## config.mk

```make
export PLATFORM = sky130hd
export DESIGN_NAME = evb_top
export DESIGN_NICKNAME = d
export VERILOG_FILES = /design/src/source/evb_pkg.sv /design/src/source/lane_if.sv /design/src/source/evb_top.sv /design/src/source/host_regs.sv /design/src/source/lane_rx.sv /design/src/source/ring_arbiter.sv /design/src/source/sync_fifo.sv
export SDC_FILE = /design/constraint.sdc
export NUM_CORES = 1
export LEC_CHECK = 0
export BUFFER_PORTS_ARGS = -buffer_cell sky130_fd_sc_hd__buf_2
export CAP_MARGIN = 30
export CORE_MARGIN = 8
export CORE_UTILIZATION = 35
export DETAILED_ROUTE_END_ITERATION = 7
export PLACE_DENSITY = 0.6
export SETUP_SLACK_MARGIN = 0.05
export SYNTH_ARGS = -nofsm -noshare
export SYNTH_HDL_FRONTEND = slang
export SYNTH_SLANG_ARGS = --single-unit
```

## constraint.sdc

```tcl
create_clock -name CLK125 -period 5.01 [get_ports CLK125]
set_input_delay 1.002 -clock CLK125 [delete_from_list [all_inputs] [get_ports CLK125]]
set_output_delay 1.002 -clock CLK125 [all_outputs]
set_load 0.03 [all_outputs]
```

## src/source/evb_pkg.sv

```systemverilog
package evb_pkg;

	// Link side
	localparam int NUM_LANES = 4;

	typedef logic [15:0] lane_word_t;
	typedef logic [1:0] lane_idx_t;
	typedef logic [15:0] count_t;

	// One ring slot, source lane on top
	typedef struct packed {
		lane_idx_t tag;
		lane_word_t word;
	} ring_entry_t;

	// Host register bus
	typedef logic [2:0] bus_addr_t;
	typedef logic [31:0] bus_data_t;

	typedef enum bus_addr_t {
		REG_CSR = 3'd0,
		REG_LANE0 = 3'd1,
		REG_LANE1 = 3'd2,
		REG_LANE2 = 3'd3,
		REG_LANE3 = 3'd4,
		REG_RING_STAT = 3'd5,
		REG_RING_DATA = 3'd6
	} reg_addr_e;

	// CSR fields
	localparam int CSR_EN_LSB = 0;
	localparam int CSR_CLR_BIT = 8;

endpackage

```

## src/source/lane_if.sv

```systemverilog
`timescale 1ns/10ps

interface lane_if;
	import evb_pkg::*;

	// Head of the lane FIFO
	lane_word_t data;
	logic empty;
	logic pop;

	// Status for the register block
	count_t count;
	logic overflow;

	modport rx (
		output data,
		output empty,
		output count,
		output overflow,
		input pop
	);

	modport arb (
		input data,
		input empty,
		output pop
	);

	modport mon (
		input count,
		input overflow
	);

endinterface

```

## src/source/evb_top.sv

```systemverilog
`timescale 1ns/10ps

module evb_top #(
	parameter int LANE_DEPTH = 4,
	parameter int RING_DEPTH = 16
) (
	input logic CLK125,
	input logic rst_i,
	input evb_pkg::lane_word_t [evb_pkg::NUM_LANES-1:0] link_data_i,
	input logic [evb_pkg::NUM_LANES-1:0] link_k_i,
	input logic bus_sel_i,
	input logic bus_we_i,
	input evb_pkg::bus_addr_t bus_addr_i,
	input evb_pkg::bus_data_t bus_wdata_i,
	output evb_pkg::bus_data_t bus_rdata_o,
	output logic bus_ack_o
);
	import evb_pkg::*;

	lane_if lane_bus [NUM_LANES] ();

	logic [NUM_LANES-1:0] lane_en;
	logic ovf_clr;
	logic ring_push;
	logic ring_pop;
	logic ring_full;
	logic ring_empty;
	ring_entry_t ring_entry;
	ring_entry_t ring_head;
	count_t ring_count;

	//////////////////////////////
	// Link lanes
	//////////////////////////////
	for (genvar i = 0; i < NUM_LANES; i++) begin : g_rx
		lane_rx #(
			.LANE_DEPTH (LANE_DEPTH)
		) u_lane_rx (
			.CLK125 (CLK125),
			.rst_i (rst_i),
			.link_data_i (link_data_i[i]),
			.link_k_i (link_k_i[i]),
			.lane_en_i (lane_en[i]),
			.ovf_clr_i (ovf_clr),
			.lane (lane_bus[i])
		);
	end

	// Lanes into the shared ring
	ring_arbiter u_arbiter (
		.CLK125 (CLK125),
		.rst_i (rst_i),
		.lanes (lane_bus),
		.ring_full_i (ring_full),
		.ring_push_o (ring_push),
		.ring_entry_o (ring_entry)
	);

	sync_fifo #(
		.T (ring_entry_t),
		.DEPTH (RING_DEPTH)
	) ring_fifo (
		.CLK125 (CLK125),
		.rst_i (rst_i),
		.push_i (ring_push),
		.push_data_i (ring_entry),
		.pop_i (ring_pop),
		.head_o (ring_head),
		.empty_o (ring_empty),
		.full_o (ring_full),
		.count_o (ring_count)
	);

	//////////////////////////////
	// Host side
	//////////////////////////////
	host_regs u_regs (
		.CLK125 (CLK125),
		.rst_i (rst_i),
		.bus_sel_i (bus_sel_i),
		.bus_we_i (bus_we_i),
		.bus_addr_i (bus_addr_i),
		.bus_wdata_i (bus_wdata_i),
		.bus_rdata_o (bus_rdata_o),
		.bus_ack_o (bus_ack_o),
		.lanes (lane_bus),
		.ring_head_i (ring_head),
		.ring_empty_i (ring_empty),
		.ring_count_i (ring_count),
		.ring_pop_o (ring_pop),
		.lane_en_o (lane_en),
		.ovf_clr_o (ovf_clr)
	);

endmodule

```

## src/source/host_regs.sv

```systemverilog
`timescale 1ns/10ps

module host_regs (
	input logic CLK125,
	input logic rst_i,
	input logic bus_sel_i,
	input logic bus_we_i,
	input evb_pkg::bus_addr_t bus_addr_i,
	input evb_pkg::bus_data_t bus_wdata_i,
	output evb_pkg::bus_data_t bus_rdata_o,
	output logic bus_ack_o,
	lane_if.mon lanes [evb_pkg::NUM_LANES],
	input evb_pkg::ring_entry_t ring_head_i,
	input logic ring_empty_i,
	input evb_pkg::count_t ring_count_i,
	output logic ring_pop_o,
	output logic [evb_pkg::NUM_LANES-1:0] lane_en_o,
	output logic ovf_clr_o
);
	import evb_pkg::*;

	reg_addr_e addr;
	bus_data_t csr_q;
	bus_data_t rd_val;
	bus_data_t lane_stat [NUM_LANES];
	logic rd_strobe;
	logic csr_wr;

	assign addr = reg_addr_e'(bus_addr_i);
	assign rd_strobe = bus_sel_i && !bus_we_i;
	assign csr_wr = bus_sel_i && bus_we_i && (addr == REG_CSR);

	// Flag on top, fill count below
	for (genvar i = 0; i < NUM_LANES; i++) begin : g_stat
		assign lane_stat[i] = {lanes[i].overflow, 15'b0, lanes[i].count};
	end

	//////////////////////////////
	// Read decode
	//////////////////////////////
	always_comb begin
		rd_val = '0;
		case (addr)
			REG_CSR: rd_val = csr_q;
			REG_LANE0, REG_LANE1, REG_LANE2, REG_LANE3: begin
				rd_val = lane_stat[lane_idx_t'(bus_addr_i - REG_LANE0)];
			end
			REG_RING_STAT: rd_val = bus_data_t'(ring_count_i);
			REG_RING_DATA: begin
				// Bit 31 marks a valid entry
				if (!ring_empty_i) begin
					rd_val = {1'b1, 13'b0, ring_head_i.tag, ring_head_i.word};
				end
			end
			default: rd_val = '0;
		endcase
	end

	// Head leaves the ring at the edge that latches it
	assign ring_pop_o = rd_strobe && (addr == REG_RING_DATA) && !ring_empty_i;

	// Clear pulse, never stored
	assign ovf_clr_o = csr_wr && bus_wdata_i[CSR_CLR_BIT];
	assign lane_en_o = csr_q[CSR_EN_LSB +: NUM_LANES];

	//////////////////////////////
	// CSR and bus response
	//////////////////////////////
	always_ff @(posedge CLK125) begin
		if (rst_i) begin
			csr_q <= '0;
			bus_ack_o <= 1'b0;
		end else begin
			bus_ack_o <= bus_sel_i;
			if (csr_wr) begin
				csr_q <= bus_wdata_i;
				csr_q[CSR_CLR_BIT] <= 1'b0;
			end
		end
	end

	always_ff @(posedge CLK125) begin
		if (bus_sel_i) begin
			bus_rdata_o <= rd_val;
		end
	end

endmodule

```

## src/source/lane_rx.sv

```systemverilog
`timescale 1ns/10ps

module lane_rx #(
	parameter int LANE_DEPTH = 4
) (
	input logic CLK125,
	input logic rst_i,
	input evb_pkg::lane_word_t link_data_i,
	input logic link_k_i,
	input logic lane_en_i,
	input logic ovf_clr_i,
	lane_if.rx lane
);
	import evb_pkg::*;

	logic push;
	logic fifo_full;

	// K-chars are idles and commas, never payload
	assign push = lane_en_i && !link_k_i;

	sync_fifo #(
		.T (lane_word_t),
		.DEPTH (LANE_DEPTH)
	) rx_fifo (
		.CLK125 (CLK125),
		.rst_i (rst_i),
		.push_i (push),
		.push_data_i (link_data_i),
		.pop_i (lane.pop),
		.head_o (lane.data),
		.empty_o (lane.empty),
		.full_o (fifo_full),
		.count_o (lane.count)
	);

	// Sticky drop flag
	// a drop in the clear cycle still counts
	always_ff @(posedge CLK125) begin
		if (rst_i) begin
			lane.overflow <= 1'b0;
		end else if (push && fifo_full) begin
			lane.overflow <= 1'b1;
		end else if (ovf_clr_i) begin
			lane.overflow <= 1'b0;
		end
	end

endmodule

```

## src/source/ring_arbiter.sv

```systemverilog
`timescale 1ns/10ps

module ring_arbiter (
	input logic CLK125,
	input logic rst_i,
	lane_if.arb lanes [evb_pkg::NUM_LANES],
	input logic ring_full_i,
	output logic ring_push_o,
	output evb_pkg::ring_entry_t ring_entry_o
);
	import evb_pkg::*;

	logic [NUM_LANES-1:0] lane_empty;
	lane_word_t lane_data [NUM_LANES];
	lane_idx_t last_q;
	lane_idx_t grant_idx;
	logic grant_vld;

	// Flatten the interface array
	for (genvar i = 0; i < NUM_LANES; i++) begin : g_lane
		assign lane_empty[i] = lanes[i].empty;
		assign lane_data[i] = lanes[i].data;
		assign lanes[i].pop = ring_push_o && (grant_idx == lane_idx_t'(i));
	end

	//////////////////////////////
	// Round robin search
	//////////////////////////////
	// Start just after the last winner
	always_comb begin
		lane_idx_t cand;
		cand = last_q;
		grant_vld = 1'b0;
		grant_idx = last_q;
		for (int k = 1; k <= NUM_LANES; k++) begin
			cand = lane_idx_t'(last_q + k);
			if (!grant_vld && !lane_empty[cand]) begin
				grant_vld = 1'b1;
				grant_idx = cand;
			end
		end
	end

	// Nobody wins while the ring is full
	assign ring_push_o = grant_vld && !ring_full_i;
	assign ring_entry_o = {grant_idx, lane_data[grant_idx]};

	always_ff @(posedge CLK125) begin
		if (rst_i) begin
			// Lane 0 goes first after reset
			last_q <= lane_idx_t'(NUM_LANES - 1);
		end else if (ring_push_o) begin
			last_q <= grant_idx;
		end
	end

endmodule

```

## src/source/sync_fifo.sv

```systemverilog
`timescale 1ns/10ps

module sync_fifo #(
	parameter type T = logic [15:0],
	parameter int DEPTH = 4
) (
	input logic CLK125,
	input logic rst_i,
	input logic push_i,
	input T push_data_i,
	input logic pop_i,
	output T head_o,
	output logic empty_o,
	output logic full_o,
	output evb_pkg::count_t count_o
);

	localparam int PTR_W = (DEPTH > 1) ? $clog2(DEPTH) : 1;

	T mem [DEPTH];
	logic [PTR_W-1:0] wr_ptr;
	logic [PTR_W-1:0] rd_ptr;
	logic do_push;
	logic do_pop;

	assign empty_o = (count_o == '0);
	assign full_o = (count_o == DEPTH[15:0]);

	// Drop on full, pop only what is there
	assign do_push = push_i && !full_o;
	assign do_pop = pop_i && !empty_o;

	assign head_o = mem[rd_ptr];

	always_ff @(posedge CLK125) begin
		if (do_push) begin
			mem[wr_ptr] <= push_data_i;
		end
	end

	//////////////////////////////
	// Pointers and fill count
	//////////////////////////////
	always_ff @(posedge CLK125) begin
		if (rst_i) begin
			wr_ptr <= '0;
			rd_ptr <= '0;
			count_o <= '0;
		end else begin
			if (do_push) begin
				wr_ptr <= (wr_ptr == PTR_W'(DEPTH - 1)) ? '0 : wr_ptr + 1'b1;
			end
			if (do_pop) begin
				rd_ptr <= (rd_ptr == PTR_W'(DEPTH - 1)) ? '0 : rd_ptr + 1'b1;
			end
			count_o <= count_o + 16'(do_push) - 16'(do_pop);
		end
	end

endmodule
```

==> out/metrics.csv, run 1 <==
metric,value,unit
Clock Sinks,730,
global-route wire length before repair,114000,um
clk buf depth,3,
Critical R2R Capture,g_rx[3].u_lane_rx.rx_fifo.count_o[14],
WL final,75500,um
crit start category,register,
"flops & latches, synth",730,
Crit path required time,5.54,ns
leakage,0.0128,uW
R2R Path Start,g_rx[0].u_lane_rx.rx_fifo.count_o[14],
initial antenna violation count,17,
Total Routing Usage GR,14.9,%
GRT overflow,0,
R2R Setup Slk,0.36,ns
Final Cell Area,36800,sq um
family with the most delay on the worst path,compound AO/OA/AOI/OAI gates,
status,completed,
Post-synth EDFFs,576,
share of layout cells above drive strength 1,23.4,%
crit path from,g_rx[0].u_lane_rx.rx_fifo.count_o[14],
CTS H-Tree Depth,3,
Wirelength per Cell,21.5,um
Mapped Area,31700,sq um
buffer and inverter count on the worst path,3,
total number of vias,18000,
Reg power frac,39.8,%
core region area,89900,sq um
CP Max Fanout,22,
"Max stage delay cell, worst path",or4_4,
drt first pass iters,7,
Util after Layout,40.9,%
Worst Skew,0.0360,ns
hold_buf cts,0,
RSZ-0062 raised after global routing,no,
Netlist cell types,78,
Reg area,20400,sq um
total CTS buffers,80,
fin crit period,4.65,ns
width of the die,317,um
Skew-Pair Late Insertion Delay,0.64,ns
fmax,0.215,GHz
Finish-stage setup viols,0,
synth warn,0,
post-CTS resize count,0,
DRC viols,0,
vias in the first global route,18900,
layout net count,2515,
Comb pwr share,32.4,%
pin count of the biggest net entering global routing,73,
hold_sp,u_regs.csr_q[22],
Critical Path AT,5.18,ns
worst-margin pin slew,1.02,ns
Worst Hold Endpoint,u_regs.csr_q[22],
Ports,140,
initial core utilization,35.3,%
"Hold Vio Cnt, Final",0,
DP HPWL,52000,um
Via-to-Cell Ratio,5.14,
setup TNS,0,ns
Die ar.,101000,sq um
Worst Reg2Reg Path Length in Cells,19,
port buffer count,139,
Worst Setup End Kind,register,
multi-input logic area,10500,sq um
Max Slew Vio Count,0,
post-synthesis sequential area ratio,64.2,%
Clk network pwr share,27.8,%
Internal Power,13600,uW
max capacitance violation total,0,
worst-path cell chain,inv_1 -> ha_1 -> nand4bb_1 -> or4_4 -> o22ai_1 -> a221o_2 -> nor3b_4 -> ha_1 -> inv_1 -> ha_1 -> inv_1 -> fa_1 -> nor2b_1 -> o21a_1 -> o21a_1 -> o311ai_0 -> nand2_1 -> o21ai_1 -> mux2_2,
"slowest stage delay, CP",0.54,ns
routability cong.,0.811,
cell count after synthesis,2064,
switch share,33.1,%
Avg Synthesized Cell Area,15.4,sq um
Iter 0 DRT Violations,1167,
kind of critical path,reg -> reg,
Placement Cell Area,34100,sq um
Worst-path clk slew,0.06,ns
Post-CTS Setup Bufs,0,
syn_nets,2320,
Rows,110,
DRT antenna net count,0,
hold depth,2,
Cell Pwr Density,551,nW/um^2
Post-synth ARST share,0,%
net switching power figure,6700,uW
Die Height,317,um
Area growth syn-to-layout,15.9,%
Main synth FF type,edfxtp_1,
Final Power,20200,uW
# fillers,8044,
maximum vdd drop,0.312,mV
max_slew headroom,31.3,%
CTS Root Cell,clkbuf_16,
CTS tree,yes,
hold crit path type,reg -> reg,
Final Cycle Share,92.8,%
==> synth_stat cells (all sizes together), types with 5 or more instances <==
cell type	n	share of area, %
nor3	25	0.45
o21bai	16	0.38
mux2i	29	0.91
nor2	143	1.7
clkbuf	61	0.72
xor2	26	0.72
fa	5	0.32
edfxtp	576	55
a222oi	15	0.47
o21ai	60	0.95
and2	32	0.63
dfxtp	154	9.7
nand3	10	0.20
mux2	17	0.60
ha	144	5.7
a21o	6	0.14
inv	144	1.7
nor2b	19	0.37
a31oi	10	0.20
nand2	114	1.3
a211o	5	0.14
buf	23	0.44
xnor2	32	0.88
o31a	6	0.17
nand2b	25	0.49
mux4	171	12
a21oi	109	1.7
or3	15	0.30
==> cell usage in the layout, fill, tap and decap left out, types with 6 or more instances in the layout <==
master | netlist | routed
edfxtp_1 | 576 | 576
mux4_2 | 171 | 171
dfxtp_1 | 154 | 152
ha_1 | 144 | 144
inv_1 | 143 | 143
buf_2 | 15 | 138
nor2_1 | 142 | 130
nand2_1 | 114 | 114
a21oi_1 | 109 | 108
clkbuf_16 | 0 | 82
buf_4 | 0 | 51
o21ai_0 | 45 | 45
and2_1 | 32 | 32
xnor2_1 | 32 | 32
mux2i_1 | 29 | 29
xor2_1 | 26 | 26
nand2b_1 | 25 | 25
clkinv_2 | 0 | 22
nor3_1 | 23 | 19
nor2b_1 | 19 | 18
mux2_2 | 16 | 16
o21bai_1 | 16 | 16
a222oi_1 | 15 | 15
or3_1 | 15 | 15
clkinv_1 | 0 | 15
o21ai_1 | 15 | 14
clkbuf_1 | 61 | 12
a31oi_1 | 10 | 10
nand3_1 | 9 | 9
nor2_2 | 1 | 9
a21o_1 | 6 | 6
o31a_1 | 6 | 6
buf_16 | 0 | 6
==> registers in the layout, summed over array words and instances (netlist names), 8 cells and up, named ones only <==
| name | cells |
|---|---|
| g_rx.u_lane_rx.rx_fifo.count_o | 64 |
| g_rx.u_lane_rx.rx_fifo.mem | 256 |
| g_rx.u_lane_rx.rx_fifo.rd_ptr | 8 |
| g_rx.u_lane_rx.rx_fifo.wr_ptr | 8 |
| ring_fifo.count_o | 16 |
| ring_fifo.mem | 288 |
| u_regs.bus_rdata_o | 32 |
| u_regs.csr_q | 31 |
==> tightest hold or removal path, delay by kind of cell, from the launching register on <==
kind / cells / cell delay (ns)
flops: 1 / 0.30
compound gates: 1 / 0.05
simple gates: 1 / 0.05
==> per-layer routing <==
metal	wire (um)	track usage, %
met1	32200	19.3
met2	37100	25.3
met3	4470	2.89
met4	1740	4.40
met5	92	0
==> power by group through the flow <==
stage / Combinational, uW / Clock, uW / Sequential [uW]
6_report: 6560 / 5630 / 8050
5_1_grt: 7300 / 5990 / 8130
4_1_cts: 6550 / 5770 / 8060
3_5_place_dp: 6490 / 0 / 8190
3_3_place_gp: 6240 / 0 / 8180
2_1_floorplan: 4810 / 0 / 7980
==> area by class of cell <==
cell class	count	share of cell area [%]
flip-flops and latches	730	55.4
repair buffers	197	3.46
multi-input cells	1106	28.6
clock inverters	55	1.19
diodes	5	0.0340
well taps	1176	4.00
inverters	144	1.48
clock buffers	95	5.74
==> stage by stage <==
stage	worst slack (ns)	cells	hold WS, ns
2_1_floorplan	0.512	2064	0.432
6_report	0.361	3508	0.453
4_1_cts	0.249	3499	0.454
5_1_grt	0.0685	3503	0.480
3_5_place_dp	0.280	3349	0.446
3_3_place_gp	0.402	3343	0.438
==> cell families (layout without fill, tap and decap cells) <==
group	after synthesis	in the layout	share of synthesized area, %
flip-flops	730	730	64.2
adder cells (fa/ha/maj)	149	149	5.99
buffers and inverters	228	491	2.87
other	0	5	0
XOR/XNOR	58	58	1.60
AO/OA/AOI/OAI	263	263	5.11
AND/OR/NAND/NOR	419	419	6.53
multiplexers	217	217	13.7
==> worst max-delay path by stage <==
stage                                            endpoint  cells after the start  slack [ns]
CTS                 g_rx[0].u_lane_rx.rx_fifo.count_o[14]                     20        0.25
global placement    g_rx[0].u_lane_rx.rx_fifo.count_o[14]                     20        0.40
floorplan                           ring_fifo.count_o[14]                     18        0.51
global route        g_rx[0].u_lane_rx.rx_fifo.count_o[14]                     20        0.07
detailed placement  g_rx[0].u_lane_rx.rx_fifo.count_o[14]                     20        0.28
finish              g_rx[3].u_lane_rx.rx_fifo.count_o[14]                     19        0.36
Power figures use the tool's default switching activity.
==> inputs of run 2 (changes only) <==
==> constraint.sdc (replaced) <==
create_clock -name CLK125 -period 5.2 [get_ports CLK125]
set_input_delay 1.04 -clock CLK125 [delete_from_list [all_inputs] [get_ports CLK125]]
set_output_delay 1.04 -clock CLK125 [all_outputs]
set_load 0.03 [all_outputs]
==> run 2 against run 1 <==
Via count decreased by 1.2%. Sequential share of layout area about the same. First-iteration DRC count increased by 29%. Design area about the same. Register-to-register slack improved by 0.07 ns. Total power decreased by 2.0%. Clock power increased by 3%. Combinational power decreased by 4.1%. Clock skew increased by 0.0099 ns. Critical path type unchanged. Utilization about the same. Largest cell class unchanged. Die area unchanged.
==> out/metrics.csv, run 2 (synthesized netlist as in run 1, its figures left out) <==
metric,value,unit
drt first pass iters,5,
DP HPWL,51100,um
R2R Path Start,g_rx[3].u_lane_rx.rx_fifo.count_o[12],
Wirelength per Cell,21.5,um
Clock Sinks,730,
Post-CTS Setup Bufs,0,
setup TNS,0,ns
global-route wire length before repair,114000,um
"commonest non-fill, non-tap cell in the layout",edfxtp_1,
max reg flops,288,
status,completed,
width of the die,317,um
clk buf depth,3,
post-CTS resize count,0,
Post-Place Worst Slack,0.465,ns
"most used cell, CP",inv_1,
Crit path required time,5.70,ns
Ports,140,
Rows,110,
crit start category,register,
"Hold Vio Cnt, Final",0,
Die ar.,101000,sq um
core region area,89900,sq um
# fillers,8078,
CTS tree,yes,
hold_buf cts,0,
share of layout cells above drive strength 1,23.1,%
WL final,75300,um
routability cong.,0.837,
leakage,0.0128,uW
Cell Pwr Density,539,nW/um^2
crit path from,g_rx[3].u_lane_rx.rx_fifo.count_o[12],
Util after Layout,40.9,%
Final Cell Area,36800,sq um
RSZ-0062 raised after global routing,no,
Final Cycle Share,91.7,%
hold crit path type,reg -> reg,
Iter 0 DRT Violations,1508,
fin crit period,4.77,ns
"Max stage delay cell, worst path",a221o_2,
Worst Setup End Kind,register,
worst-margin pin slew,1.03,ns
initial antenna violation count,18,
Skew-Pair Late Insertion Delay,0.65,ns
CTS H-Tree Depth,3,
family with the most delay on the worst path,compound AO/OA/AOI/OAI gates,
Area growth syn-to-layout,16.0,%
Finish-stage setup viols,0,
max capacitance violation total,0,
Via-to-Cell Ratio,5.09,
Worst Skew,0.0459,ns
Critical Path AT,5.27,ns
maximum vdd drop,0.289,mV
total number of vias,17800,
Final Hold Slack,0.450,ns
CP Max Fanout,21,
DRT antenna net count,0,
fmax,0.210,GHz
kind of critical path,reg -> reg,
CTS Root Cell,clkbuf_16,
largest registers,"ring_fifo.mem x288, g_rx.u_lane_rx.rx_fifo.mem x256, g_rx.u_lane_rx.rx_fifo.count_o x64",
vias in the first global route,18600,
Worst-path clk slew,0.06,ns
initial core utilization,35.3,%
Total Routing Usage GR,14.9,%
Largest Register,ring_fifo.mem,
GRT overflow,0,
Die Height,317,um
total CTS buffers,80,
buffer and inverter count on the worst path,4,
max_slew headroom,30.8,%
pin count of the biggest net entering global routing,64,
setup ws final,0.430,ns
most frequent cells in the layout,"edfxtp_1 (576), mux4_2 (171), dfxtp_1 (152), ha_1 (144), inv_1 (143)",
"slowest stage delay, CP",0.53,ns
port buffer count,139,
Max Slew Vio Count,0,
DRC viols,0,
layout net count,2505,
worst-path cell chain,inv_1 -> ha_1 -> nand4b_4 -> nor3_2 -> o22ai_1 -> a221o_2 -> or3b_4 -> inv_1 -> ha_1 -> inv_1 -> ha_1 -> inv_1 -> fa_1 -> nand2b_1 -> a21oi_1 -> o21ai_0 -> a21oi_1 -> o311ai_0 -> xor2_1 -> nor2_1,
Placement Cell Area,33900,sq um
hold_sp,u_regs.csr_q[26],
## run 2: cell count changes in the layout (fill, tap and decap cells not counted), moves of 3 or more
cell | before | now
clkinv_2 | 22 | 14
nor2_2 | 9 | 5
diode_2 | 5 | 8
bufinv_16 | 2 | 10
nor2_4 | 4 | 8
buf_4 | 51 | 45
buf_16 | 6 | 2
## run 2: final timing paths
| check | slack, ns | cells after the start | to |
|---|---|---|---|
| hold reg to reg | 0.45 | 2 | u_regs.csr_q[26] |
| setup reg to reg | 0.43 | 20 | g_rx[0].u_lane_rx.rx_fifo.count_o[14] |
| setup / recovery | 0.43 | 20 | g_rx[0].u_lane_rx.rx_fifo.count_o[14] |
| hold / removal | 0.45 | 2 | u_regs.csr_q[26] |
## run 2: stage by stage
stage / cells / power, uW
after floorplan: 2064 / 12300
after global placement: 3333 / 13900
after detailed placement: 3334 / 14100
after CTS: 3483 / 19900
after global routing: 3494 / 21000
final: 3500 / 19800
## run 2: layer usage
metal,vias up,wire length (um),GRT usage (%)
li1,8200,-,-
met1,9030,32600,19.6
met2,458,36600,25.0
met3,107,4770,3.48
met4,12,1280,3.32
met5,-,72,0
## run 2: layout make-up
class	instances	area, sq um	share of cell area [%]
Sequential cell	730	20400	55.4
Multi-Input combinational cell	1106	10500	28.6
Clock buffer	96	2090	5.69
Tap cell	1176	1470	4.00
Timing Repair Buffer	187	1110	3.01
Clock inverter	53	634	1.72
Inverter	144	543	1.48
Antenna cell	8	20.0	0.0544
## run 2: worst min-delay path: cells and delay by family, from the launching register on
family	cells	cell delay (ns)
AO/OA/AOI/OAI	1	0.05
flip-flops	1	0.30
AND/OR/NAND/NOR	1	0.05
## run 2: where the power goes
part	internal, uW	leakage, uW	switching (uW)
registers	7310	0.00653	449
logic	2690	0.00494	3600
clock network	3410	0.00131	2380
